$ cat src/hw/adc_pkg.sv
package adc_pkg;

  // Sample geometry
  localparam int SAMPLE_BITS      = 10;
  localparam int PAIRS_PER_SAMPLE = SAMPLE_BITS / 2;

  // One assembled ADC sample
  typedef logic [SAMPLE_BITS-1:0] sample_t;

  // DDR pair from one lane, bit 1 is the rising-edge bit
  typedef logic [1:0] bit_pair_t;

  // Saturating frame-error count per lane
  typedef logic [15:0] err_cnt_t;

  // Register bus
  typedef logic [31:0] bus_data_t;
  typedef logic [11:0] bus_addr_t;  // Word address

  // Snapshot capture FSM
  typedef enum logic [1:0] {
    IDLE,
    ARMED,
    CAPTURING,
    DONE
  } capture_state_t;

endpackage

$ cat src/hw/lane_deserializer.sv
`timescale 1ns/1ps

module lane_deserializer #(
  parameter int NUM_LANES = 2
) (
  input  logic                                  fclk_ctr_clk,
  input  logic                                  rst,
  input  adc_pkg::bit_pair_t [NUM_LANES-1:0]    lane_bits_i,
  input  logic                                  frame_i,
  output adc_pkg::sample_t   [NUM_LANES-1:0]    samples_o,
  output logic                                  sample_valid_o,
  output adc_pkg::err_cnt_t  [NUM_LANES-1:0]    err_cnt_o
);

  localparam int SHIFT_BITS = adc_pkg::SAMPLE_BITS - 2;  // Pairs 0 to 3
  localparam int LAST_PAIR  = adc_pkg::PAIRS_PER_SAMPLE - 1;

  logic [2:0] pair_cnt_q;
  logic       in_sync_q;   // Seen a frame strobe since reset
  logic       frame_err;
  logic       last_pair;

  logic [NUM_LANES-1:0][SHIFT_BITS-1:0] shift_q;

  // Strobe on any pair other than pair 0 means the lanes slipped
  assign frame_err = frame_i && in_sync_q && (pair_cnt_q != 3'd0);

  // Fifth pair on the wire, and no realignment this cycle
  assign last_pair = in_sync_q && !frame_i && (pair_cnt_q == 3'(LAST_PAIR));

  // Shared pair counter
  always_ff @(posedge fclk_ctr_clk) begin
    if (rst) begin
      in_sync_q      <= 1'b0;
      pair_cnt_q     <= 3'd0;
      sample_valid_o <= 1'b0;
    end else begin
      sample_valid_o <= last_pair;
      if (frame_i) begin
        // The pair on this cycle is pair 0
        in_sync_q  <= 1'b1;
        pair_cnt_q <= 3'd1;
      end else if (in_sync_q) begin
        if (last_pair) begin
          pair_cnt_q <= 3'd0;
        end else begin
          pair_cnt_q <= pair_cnt_q + 3'd1;
        end
      end
    end
  end

  // Old pairs fall off the top, so a partial sample is
  // overwritten before the next load
  always_ff @(posedge fclk_ctr_clk) begin
    for (int l = 0; l < NUM_LANES; l++) begin
      shift_q[l] <= {shift_q[l][SHIFT_BITS-3:0], lane_bits_i[l]};
      if (last_pair) begin
        samples_o[l] <= {shift_q[l], lane_bits_i[l]};  // MS pair first
      end
    end
  end

  // Per-lane error counters, stick at all ones
  always_ff @(posedge fclk_ctr_clk) begin
    if (rst) begin
      err_cnt_o <= '0;
    end else begin
      for (int l = 0; l < NUM_LANES; l++) begin
        if (frame_err && (err_cnt_o[l] != '1)) begin
          err_cnt_o[l] <= err_cnt_o[l] + 1'b1;
        end
      end
    end
  end

endmodule

$ cat src/hw/snapshot_ctrl.sv
`timescale 1ns/1ps

module snapshot_ctrl #(
  parameter int SNAP_ADDR_BITS = 6
) (
  input  logic                      fclk_ctr_clk,
  input  logic                      rst,
  input  logic                      sw_trig_i,
  input  logic                      ext_trig_i,
  input  logic                      sample_valid_i,
  output logic                      snap_we_o,
  output logic [SNAP_ADDR_BITS-1:0] snap_addr_o,
  output logic                      busy_o,
  output logic                      done_o
);

  adc_pkg::capture_state_t state_q;
  adc_pkg::capture_state_t state_d;

  logic [SNAP_ADDR_BITS-1:0] addr_q;
  logic sw_trig_q;
  logic ext_meta_q;     // First synchronizer flop
  logic ext_sync_q;
  logic ext_sync_d1_q;  // For the edge detect
  logic trig_pulse;
  logic can_arm;
  logic in_capture;

  assign trig_pulse = (sw_trig_i & ~sw_trig_q) | (ext_sync_q & ~ext_sync_d1_q);
  assign can_arm    = (state_q == adc_pkg::IDLE) || (state_q == adc_pkg::DONE);
  assign in_capture = (state_q == adc_pkg::ARMED) || (state_q == adc_pkg::CAPTURING);

  // Armed counts too, the first sample after the trigger goes to address 0
  assign snap_we_o   = sample_valid_i && in_capture;
  assign snap_addr_o = addr_q;
  assign busy_o      = in_capture;
  assign done_o      = (state_q == adc_pkg::DONE);

  always_comb begin
    state_d = state_q;
    case (state_q)
      adc_pkg::IDLE,
      adc_pkg::DONE:      if (trig_pulse) state_d = adc_pkg::ARMED;
      adc_pkg::ARMED:     if (sample_valid_i) state_d = adc_pkg::CAPTURING;
      adc_pkg::CAPTURING: if (sample_valid_i && (&addr_q)) state_d = adc_pkg::DONE;
      default:            state_d = adc_pkg::IDLE;
    endcase
  end

  always_ff @(posedge fclk_ctr_clk) begin
    if (rst) begin
      state_q       <= adc_pkg::IDLE;
      addr_q        <= '0;
      sw_trig_q     <= 1'b0;
      ext_meta_q    <= 1'b0;
      ext_sync_q    <= 1'b0;
      ext_sync_d1_q <= 1'b0;
    end else begin
      state_q       <= state_d;
      sw_trig_q     <= sw_trig_i;
      ext_meta_q    <= ext_trig_i;
      ext_sync_q    <= ext_meta_q;
      ext_sync_d1_q <= ext_sync_q;
      if (trig_pulse && can_arm) begin
        addr_q <= '0;
      end else if (snap_we_o) begin
        addr_q <= addr_q + 1'b1;  // Wraps to 0 after the last write
      end
    end
  end

endmodule

$ cat src/hw/snapshot_buffer.sv
`timescale 1ns/1ps

module snapshot_buffer #(
  parameter int NUM_LANES      = 2,
  parameter int SNAP_ADDR_BITS = 6
) (
  input  logic                                fclk_ctr_clk,
  input  logic                                we_i,
  input  logic [SNAP_ADDR_BITS-1:0]           wr_addr_i,
  input  adc_pkg::sample_t [NUM_LANES-1:0]    samples_i,
  input  logic [SNAP_ADDR_BITS-1:0]           rd_addr_i,
  output adc_pkg::sample_t [NUM_LANES-1:0]    rd_data_o
);

  localparam int DEPTH = 1 << SNAP_ADDR_BITS;

  // One word holds all lanes of one sample period
  adc_pkg::sample_t [NUM_LANES-1:0] mem_q [DEPTH];

  // Capture side
  always_ff @(posedge fclk_ctr_clk) begin
    if (we_i) begin
      mem_q[wr_addr_i] <= samples_i;
    end
  end

  // Bus side, registered read
  always_ff @(posedge fclk_ctr_clk) begin
    rd_data_o <= mem_q[rd_addr_i];
  end

endmodule

$ cat src/hw/adc_regs.sv
`timescale 1ns/1ps

module adc_regs #(
  parameter int NUM_LANES      = 2,
  parameter int SNAP_ADDR_BITS = 6
) (
  input  logic                                 fclk_ctr_clk,
  input  logic                                 rst,
  input  logic                                 wb_cyc_i,
  input  logic                                 wb_stb_i,
  input  logic                                 wb_we_i,
  input  adc_pkg::bus_addr_t                   wb_adr_i,
  input  adc_pkg::bus_data_t                   wb_dat_i,
  input  logic                                 busy_i,
  input  logic                                 done_i,
  input  adc_pkg::err_cnt_t [NUM_LANES-1:0]    err_cnt_i,
  input  adc_pkg::sample_t  [NUM_LANES-1:0]    buf_data_i,
  output logic                                 wb_ack_o,
  output adc_pkg::bus_data_t                   wb_dat_o,
  output logic                                 sw_trig_o,
  output logic [SNAP_ADDR_BITS-1:0]            buf_addr_o
);

  localparam adc_pkg::bus_addr_t CTRL_ADDR   = 12'h000;
  localparam adc_pkg::bus_addr_t STATUS_ADDR = 12'h001;
  localparam adc_pkg::bus_addr_t ERR_BASE    = 12'h004;
  localparam int ERR_BITS = $bits(adc_pkg::err_cnt_t);
  localparam int BUF_BITS = NUM_LANES * adc_pkg::SAMPLE_BITS;

  logic               s1_q;       // Access in first stage
  logic               start;
  adc_pkg::bus_addr_t adr_q;
  logic               we_q;
  adc_pkg::bus_data_t dat_q;
  logic               ctrl_q;
  logic               is_buf;
  logic               sel_buf_q;  // Second stage returns a buffer word
  adc_pkg::bus_data_t reg_word;
  adc_pkg::bus_data_t rd_q;
  adc_pkg::bus_data_t buf_word;

  // Held stb during ack must not open a second access
  assign start = wb_cyc_i && wb_stb_i && !s1_q && !wb_ack_o;

  // 0x800 window, only as deep as the buffer
  assign is_buf = adr_q[11] && ((adr_q[10:0] >> SNAP_ADDR_BITS) == '0);

  assign buf_addr_o = adr_q[SNAP_ADDR_BITS-1:0];
  assign sw_trig_o  = ctrl_q;

  always_comb begin
    reg_word = '0;
    if (adr_q == CTRL_ADDR) begin
      reg_word[0] = ctrl_q;
    end else if (adr_q == STATUS_ADDR) begin
      reg_word[0] = busy_i;
      reg_word[1] = done_i;
    end
    for (int n = 0; n < NUM_LANES; n++) begin
      if (adr_q == ERR_BASE + adc_pkg::bus_addr_t'(n)) begin
        reg_word[ERR_BITS-1:0] = err_cnt_i[n];
      end
    end
  end

  // Lane n sits in bits 10n+9 down to 10n
  always_comb begin
    buf_word = '0;
    buf_word[BUF_BITS-1:0] = buf_data_i;
  end

  // Buffer data arrives with the ack, so it is muxed in late
  assign wb_dat_o = sel_buf_q ? buf_word : rd_q;

  always_ff @(posedge fclk_ctr_clk) begin
    if (rst) begin
      s1_q      <= 1'b0;
      wb_ack_o  <= 1'b0;
      ctrl_q    <= 1'b0;
      sel_buf_q <= 1'b0;
    end else begin
      s1_q     <= start;
      wb_ack_o <= s1_q;
      if (s1_q) begin
        sel_buf_q <= is_buf;
        if (we_q && (adr_q == CTRL_ADDR)) begin
          ctrl_q <= dat_q[0];  // Visible in the ack cycle
        end
      end
    end
  end

  always_ff @(posedge fclk_ctr_clk) begin
    if (start) begin
      adr_q <= wb_adr_i;
      we_q  <= wb_we_i;
      dat_q <= wb_dat_i;
    end
    if (s1_q) begin
      rd_q <= reg_word;
    end
  end

endmodule

$ cat src/hw/adc_capture_top.sv
`timescale 1ns/1ps

module adc_capture_top #(
  parameter int NUM_LANES      = 2,  // 1 to 3, one buffer word per bus word
  parameter int SNAP_ADDR_BITS = 6
) (
  input  logic                                 fclk_ctr_clk,
  input  logic                                 rst,
  input  adc_pkg::bit_pair_t [NUM_LANES-1:0]   lane_bits_i,
  input  logic                                 frame_i,
  input  logic                                 ext_trig_i,
  input  logic                                 wb_cyc_i,
  input  logic                                 wb_stb_i,
  input  logic                                 wb_we_i,
  input  adc_pkg::bus_addr_t                   wb_adr_i,
  input  adc_pkg::bus_data_t                   wb_dat_i,
  output adc_pkg::sample_t   [NUM_LANES-1:0]   samples_o,
  output logic                                 sample_valid_o,
  output logic                                 snap_we_o,
  output logic [SNAP_ADDR_BITS-1:0]            snap_addr_o,
  output logic                                 wb_ack_o,
  output adc_pkg::bus_data_t                   wb_dat_o
);

  adc_pkg::err_cnt_t [NUM_LANES-1:0] err_cnt;
  adc_pkg::sample_t  [NUM_LANES-1:0] buf_data;
  logic [SNAP_ADDR_BITS-1:0]         buf_addr;
  logic sw_trig;
  logic busy;
  logic done;

  lane_deserializer #(
    .NUM_LANES (NUM_LANES)
  ) u_deser (
    .fclk_ctr_clk   (fclk_ctr_clk),
    .rst            (rst),
    .lane_bits_i    (lane_bits_i),
    .frame_i        (frame_i),
    .samples_o      (samples_o),
    .sample_valid_o (sample_valid_o),
    .err_cnt_o      (err_cnt)
  );

  snapshot_ctrl #(
    .SNAP_ADDR_BITS (SNAP_ADDR_BITS)
  ) u_snap_ctrl (
    .fclk_ctr_clk   (fclk_ctr_clk),
    .rst            (rst),
    .sw_trig_i      (sw_trig),
    .ext_trig_i     (ext_trig_i),
    .sample_valid_i (sample_valid_o),
    .snap_we_o      (snap_we_o),
    .snap_addr_o    (snap_addr_o),
    .busy_o         (busy),
    .done_o         (done)
  );

  // Written with the samples of the same cycle as the strobe
  snapshot_buffer #(
    .NUM_LANES      (NUM_LANES),
    .SNAP_ADDR_BITS (SNAP_ADDR_BITS)
  ) u_snap_buf (
    .fclk_ctr_clk (fclk_ctr_clk),
    .we_i         (snap_we_o),
    .wr_addr_i    (snap_addr_o),
    .samples_i    (samples_o),
    .rd_addr_i    (buf_addr),
    .rd_data_o    (buf_data)
  );

  adc_regs #(
    .NUM_LANES      (NUM_LANES),
    .SNAP_ADDR_BITS (SNAP_ADDR_BITS)
  ) u_regs (
    .fclk_ctr_clk (fclk_ctr_clk),
    .rst          (rst),
    .wb_cyc_i     (wb_cyc_i),
    .wb_stb_i     (wb_stb_i),
    .wb_we_i      (wb_we_i),
    .wb_adr_i     (wb_adr_i),
    .wb_dat_i     (wb_dat_i),
    .busy_i       (busy),
    .done_i       (done),
    .err_cnt_i    (err_cnt),
    .buf_data_i   (buf_data),
    .wb_ack_o     (wb_ack_o),
    .wb_dat_o     (wb_dat_o),
    .sw_trig_o    (sw_trig),
    .buf_addr_o   (buf_addr)
  );

endmodule

$ cat config.mk
export PLATFORM = sky130hd
export DESIGN_NAME = adc_capture_top
export DESIGN_NICKNAME = d
export VERILOG_FILES = /design/src/hw/adc_pkg.sv /design/src/hw/lane_deserializer.sv /design/src/hw/snapshot_ctrl.sv /design/src/hw/snapshot_buffer.sv /design/src/hw/adc_regs.sv /design/src/hw/adc_capture_top.sv
export SDC_FILE = /design/constraint.sdc
export NUM_CORES = 2
export LEC_CHECK = 0
export BUFFER_PORTS_ARGS = -buffer_cell sky130_fd_sc_hd__clkbuf_2
export CAP_MARGIN = 10
export CORE_MARGIN = 2
export CORE_UTILIZATION = 50
export CTS_BUF_LIST = sky130_fd_sc_hd__clkbuf_4 sky130_fd_sc_hd__clkbuf_8 sky130_fd_sc_hd__clkbuf_16
export DETAILED_ROUTE_END_ITERATION = 10
export GPL_TIMING_DRIVEN = 0
export PLACE_DENSITY = 0.7
export SYNTH_ARGS = -nofsm -noshare
export SYNTH_HDL_FRONTEND = slang
export SYNTH_SLANG_ARGS = --single-unit
$ cat constraint.sdc
create_clock -name fclk_ctr_clk -period 9 [get_ports fclk_ctr_clk]
set_clock_uncertainty 0.05 [all_clocks]
set_input_delay 1.35 -clock fclk_ctr_clk [delete_from_list [all_inputs] [get_ports fclk_ctr_clk]]
set_output_delay 1.35 -clock fclk_ctr_clk [all_outputs]
set_load 0.01 [all_outputs]
==> results.sh <==
export IMPL_status="finished clean"
export IMPL_worstPathMaxFanout=11
export IMPL_ys_flop_type="edfxtp_1"
export IMPL_relSlewSlack_pct=22.9
export IMPL_hpwlAfterDp_mm=107
export IMPL_cts_buffers=142
export IMPL_powerDensity_nw_per_um2=208
export IMPL_synthMostInstantiatedCell="edfxtp_1"
export IMPL_synth_common_cells="1330 x edfxtp_1, 293 x mux2i_1, 218 x mux4_2"
export IMPL_synth_edf_count=1330
export IMPL_clkLatencyLatePin_ns=0.76
export IMPL_min_period_ns=4.16
export IMPL_cts_tree="built"
export IMPL_synthCells=2824
export IMPL_antenna_found_initial=3
export IMPL_synth_area_top_cells="edfxtp_1 73%, mux4_2 8.9%, mux2i_1 5.3%"
export IMPL_worstPathArrival_ns=4.56
export IMPL_synth_area_sq_um=55000
export IMPL_synthDistinctLibCells=63
export IMPL_endpoint_kind="flip-flop"
export IMPL_vdd_drop_max_v=0.000190
export IMPL_final_nets=3227
export IMPL_hold_buffers=0
export IMPL_hold_path_class="reg -> reg"
export IMPL_worst_ep_required_time_ns=9.40
export IMPL_final_area_sq_um=64500
export IMPL_wirelength_mm=151
export IMPL_postPlaceCellArea_sq_um=59900
export IMPL_setup_viol=0
export IMPL_drt_iter0_drc=4184
export IMPL_grt_max_degree=33
export IMPL_worst_pin_slew_ns=1.16
export IMPL_grt_pass1_wl_mm=212
export IMPL_synth_seq_cells=1419
export IMPL_ys_async_sr_fraction_pct=0
export IMPL_grt_overflow_total=0
export IMPL_rsz0062_at_grt="false"
export IMPL_portBuffers=72
export IMPL_clockBufferDepth=3
export IMPL_fin_setup_tns_ns=0
export IMPL_core_area_sq_um=109000
export IMPL_synth_top_area_share_pct=72.7
export IMPL_synth_area_leader_cell="edfxtp_1"
export IMPL_drc_errors=0
export IMPL_ys_seq_area_share_pct=75.9
export IMPL_num_vias=29336
export IMPL_cts_resized=0
export IMPL_drive_gt1_share_pct=26.1
export IMPL_yosys_warnings=0
export IMPL_die_h_microns=336
export IMPL_drtPass1Iterations=6
export IMPL_cts_setup_buffers=0
export IMPL_hold_viol=0
export IMPL_crit_type="reg -> reg"
export IMPL_ant_nets=0
export IMPL_grt_pass1_vias=28987
export IMPL_maxCapViolations=0
export IMPL_clkTransAtPathRegs_ns=0.06
export IMPL_leakage_nw=21.5
export IMPL_root_buffer="clkbuf_16"
export IMPL_start_util_pct=50.4
export IMPL_timing_final_crit_share_pct=46.3
export IMPL_avgSynthCellArea_sq_um=19.5
export IMPL_max_freq_mhz=240
export IMPL_grt_usage_pct=26.9
export IMPL_viasPerCell=6.25
export IMPL_slew_viol_final=0
export IMPL_cts_max_level=4
export IMPL_pin_count=116
export IMPL_die_x_microns=336
export IMPL_clkSinkCount=1419
export IMPL_area_growth_pct=17.4
export IMPL_die_area_sq_um=113000
export IMPL_gp_congestion=1.01
export IMPL_post_drt_wl_per_cell_microns=32.1
export IMPL_std_cell_rows=121
export IMPL_cp_start_kind="flip-flop"
==> power breakdown <==
part	switching, W	total (W)	internal [W]
clock network	0.00250	0.00580	0.00330
registers	0.0000149	0.00715	0.00713
logic	0.000310	0.000491	0.000180
total	0.00282	0.0134	0.0106
==> final cells by class <==
class,instances,area [sq um]
repair buffers,185,2970
flip-flops and latches,1419,41700
well taps,1414,1770
clock inverters,68,672
multi-input cells,1238,12400
inverters,9,33.8
diodes,2,5.00
plain buffers,169,1030
fillers,7630,44500
clock buffers,187,3950
==> worst max-delay path, stage by stage, from the launching register on <==
cell and delay [ns]:
dfxtp_1 0.38, inv_1 0.07, ha_1 0.37, nor2b_1 0.34
buf_2 0.28, nor2b_1 0.35, nand3_1 0.84, nor2_2 0.92
buf_8 0.25
==> layer usage <==
metal	GRT usage [%]	up-vias	part of all wire, %	wire [microns]
li1	-	12115	-	-
met1	36.2	15144	38	57400
met2	42.4	1772	47	70900
met3	6.00	303	10	15100
met4	12.0	2	4.8	7190
met5	0	-	0.0086	13
==> metrics by stage <==
stage	util (%)	setup WS [ns]	std cells	hold WS [ns]	power, W
floorplan	-	5.66	2835	0.277	0.00757
global placement	52.4	2.92	4321	0.281	0.00775
detailed placement	55.0	5.01	4434	0.284	0.00776
CTS	59.2	4.98	4689	0.297	0.0135
global route	59.2	4.86	4689	0.301	0.0138
finish	59.2	4.84	4691	0.298	0.0134
==> cells by family after synthesis <==
logic type,after synthesis,share of synthesized area [%]
AND/OR/NAND/NOR,357,3.00
XOR/XNOR,26,0.414
AO/OA/AOI/OAI,278,3.35
multiplexers,557,15.2
flip-flops,1419,75.9
other,1,0.00682
buffers and inverters,178,1.94
adder cells (fa/ha/maj),8,0.182
==> cell usage in the layout (no fill, tap or decap), drive strengths merged, types with 14 or more instances in the layout <==
cell	netlist	final
inv	9	17
a221oi	20	20
nand3	14	14
o21ai	56	56
clkbuf	61	320
mux2i	293	293
a211oi	20	20
nor3	24	24
buf	108	221
a21oi	67	67
clkinv	0	54
a311oi	19	19
nand2	60	60
edfxtp	1330	1330
mux4	218	218
nor2	180	180
mux2	46	46
dfxtp	89	89
nor2b	14	14
a31oi	17	17
a22oi	42	42
==> worst paths after layout <==
path / start / end / slack [ns] / cells after the start
worst max-delay path: u_snap_ctrl.state_q[0] / u_snap_buf.mem_q[62][10] / 4.84 / 8
worst max register to register: u_snap_ctrl.state_q[0] / u_snap_buf.mem_q[62][10] / 4.84 / 8
worst min-delay path: u_deser.shift_q[12] / u_deser.shift_q[14] / 0.30 / 0
worst min register to register: u_deser.shift_q[12] / u_deser.shift_q[14] / 0.30 / 0
==> state kept, by name, indices dropped and copies added (netlist names), 2 cells and up <==
register / count
u_deser.err_cnt_o: 32
u_deser.pair_cnt_q: 3
u_deser.samples_o: 20
u_deser.shift_q: 16
u_regs.adr_q: 12
u_regs.rd_q: 16
u_snap_buf.mem_q: 1280
u_snap_buf.rd_data_o: 20
u_snap_ctrl.snap_addr_o: 6
u_snap_ctrl.state_q: 2
No activity file was read; power rests on OpenSTA's default activity.
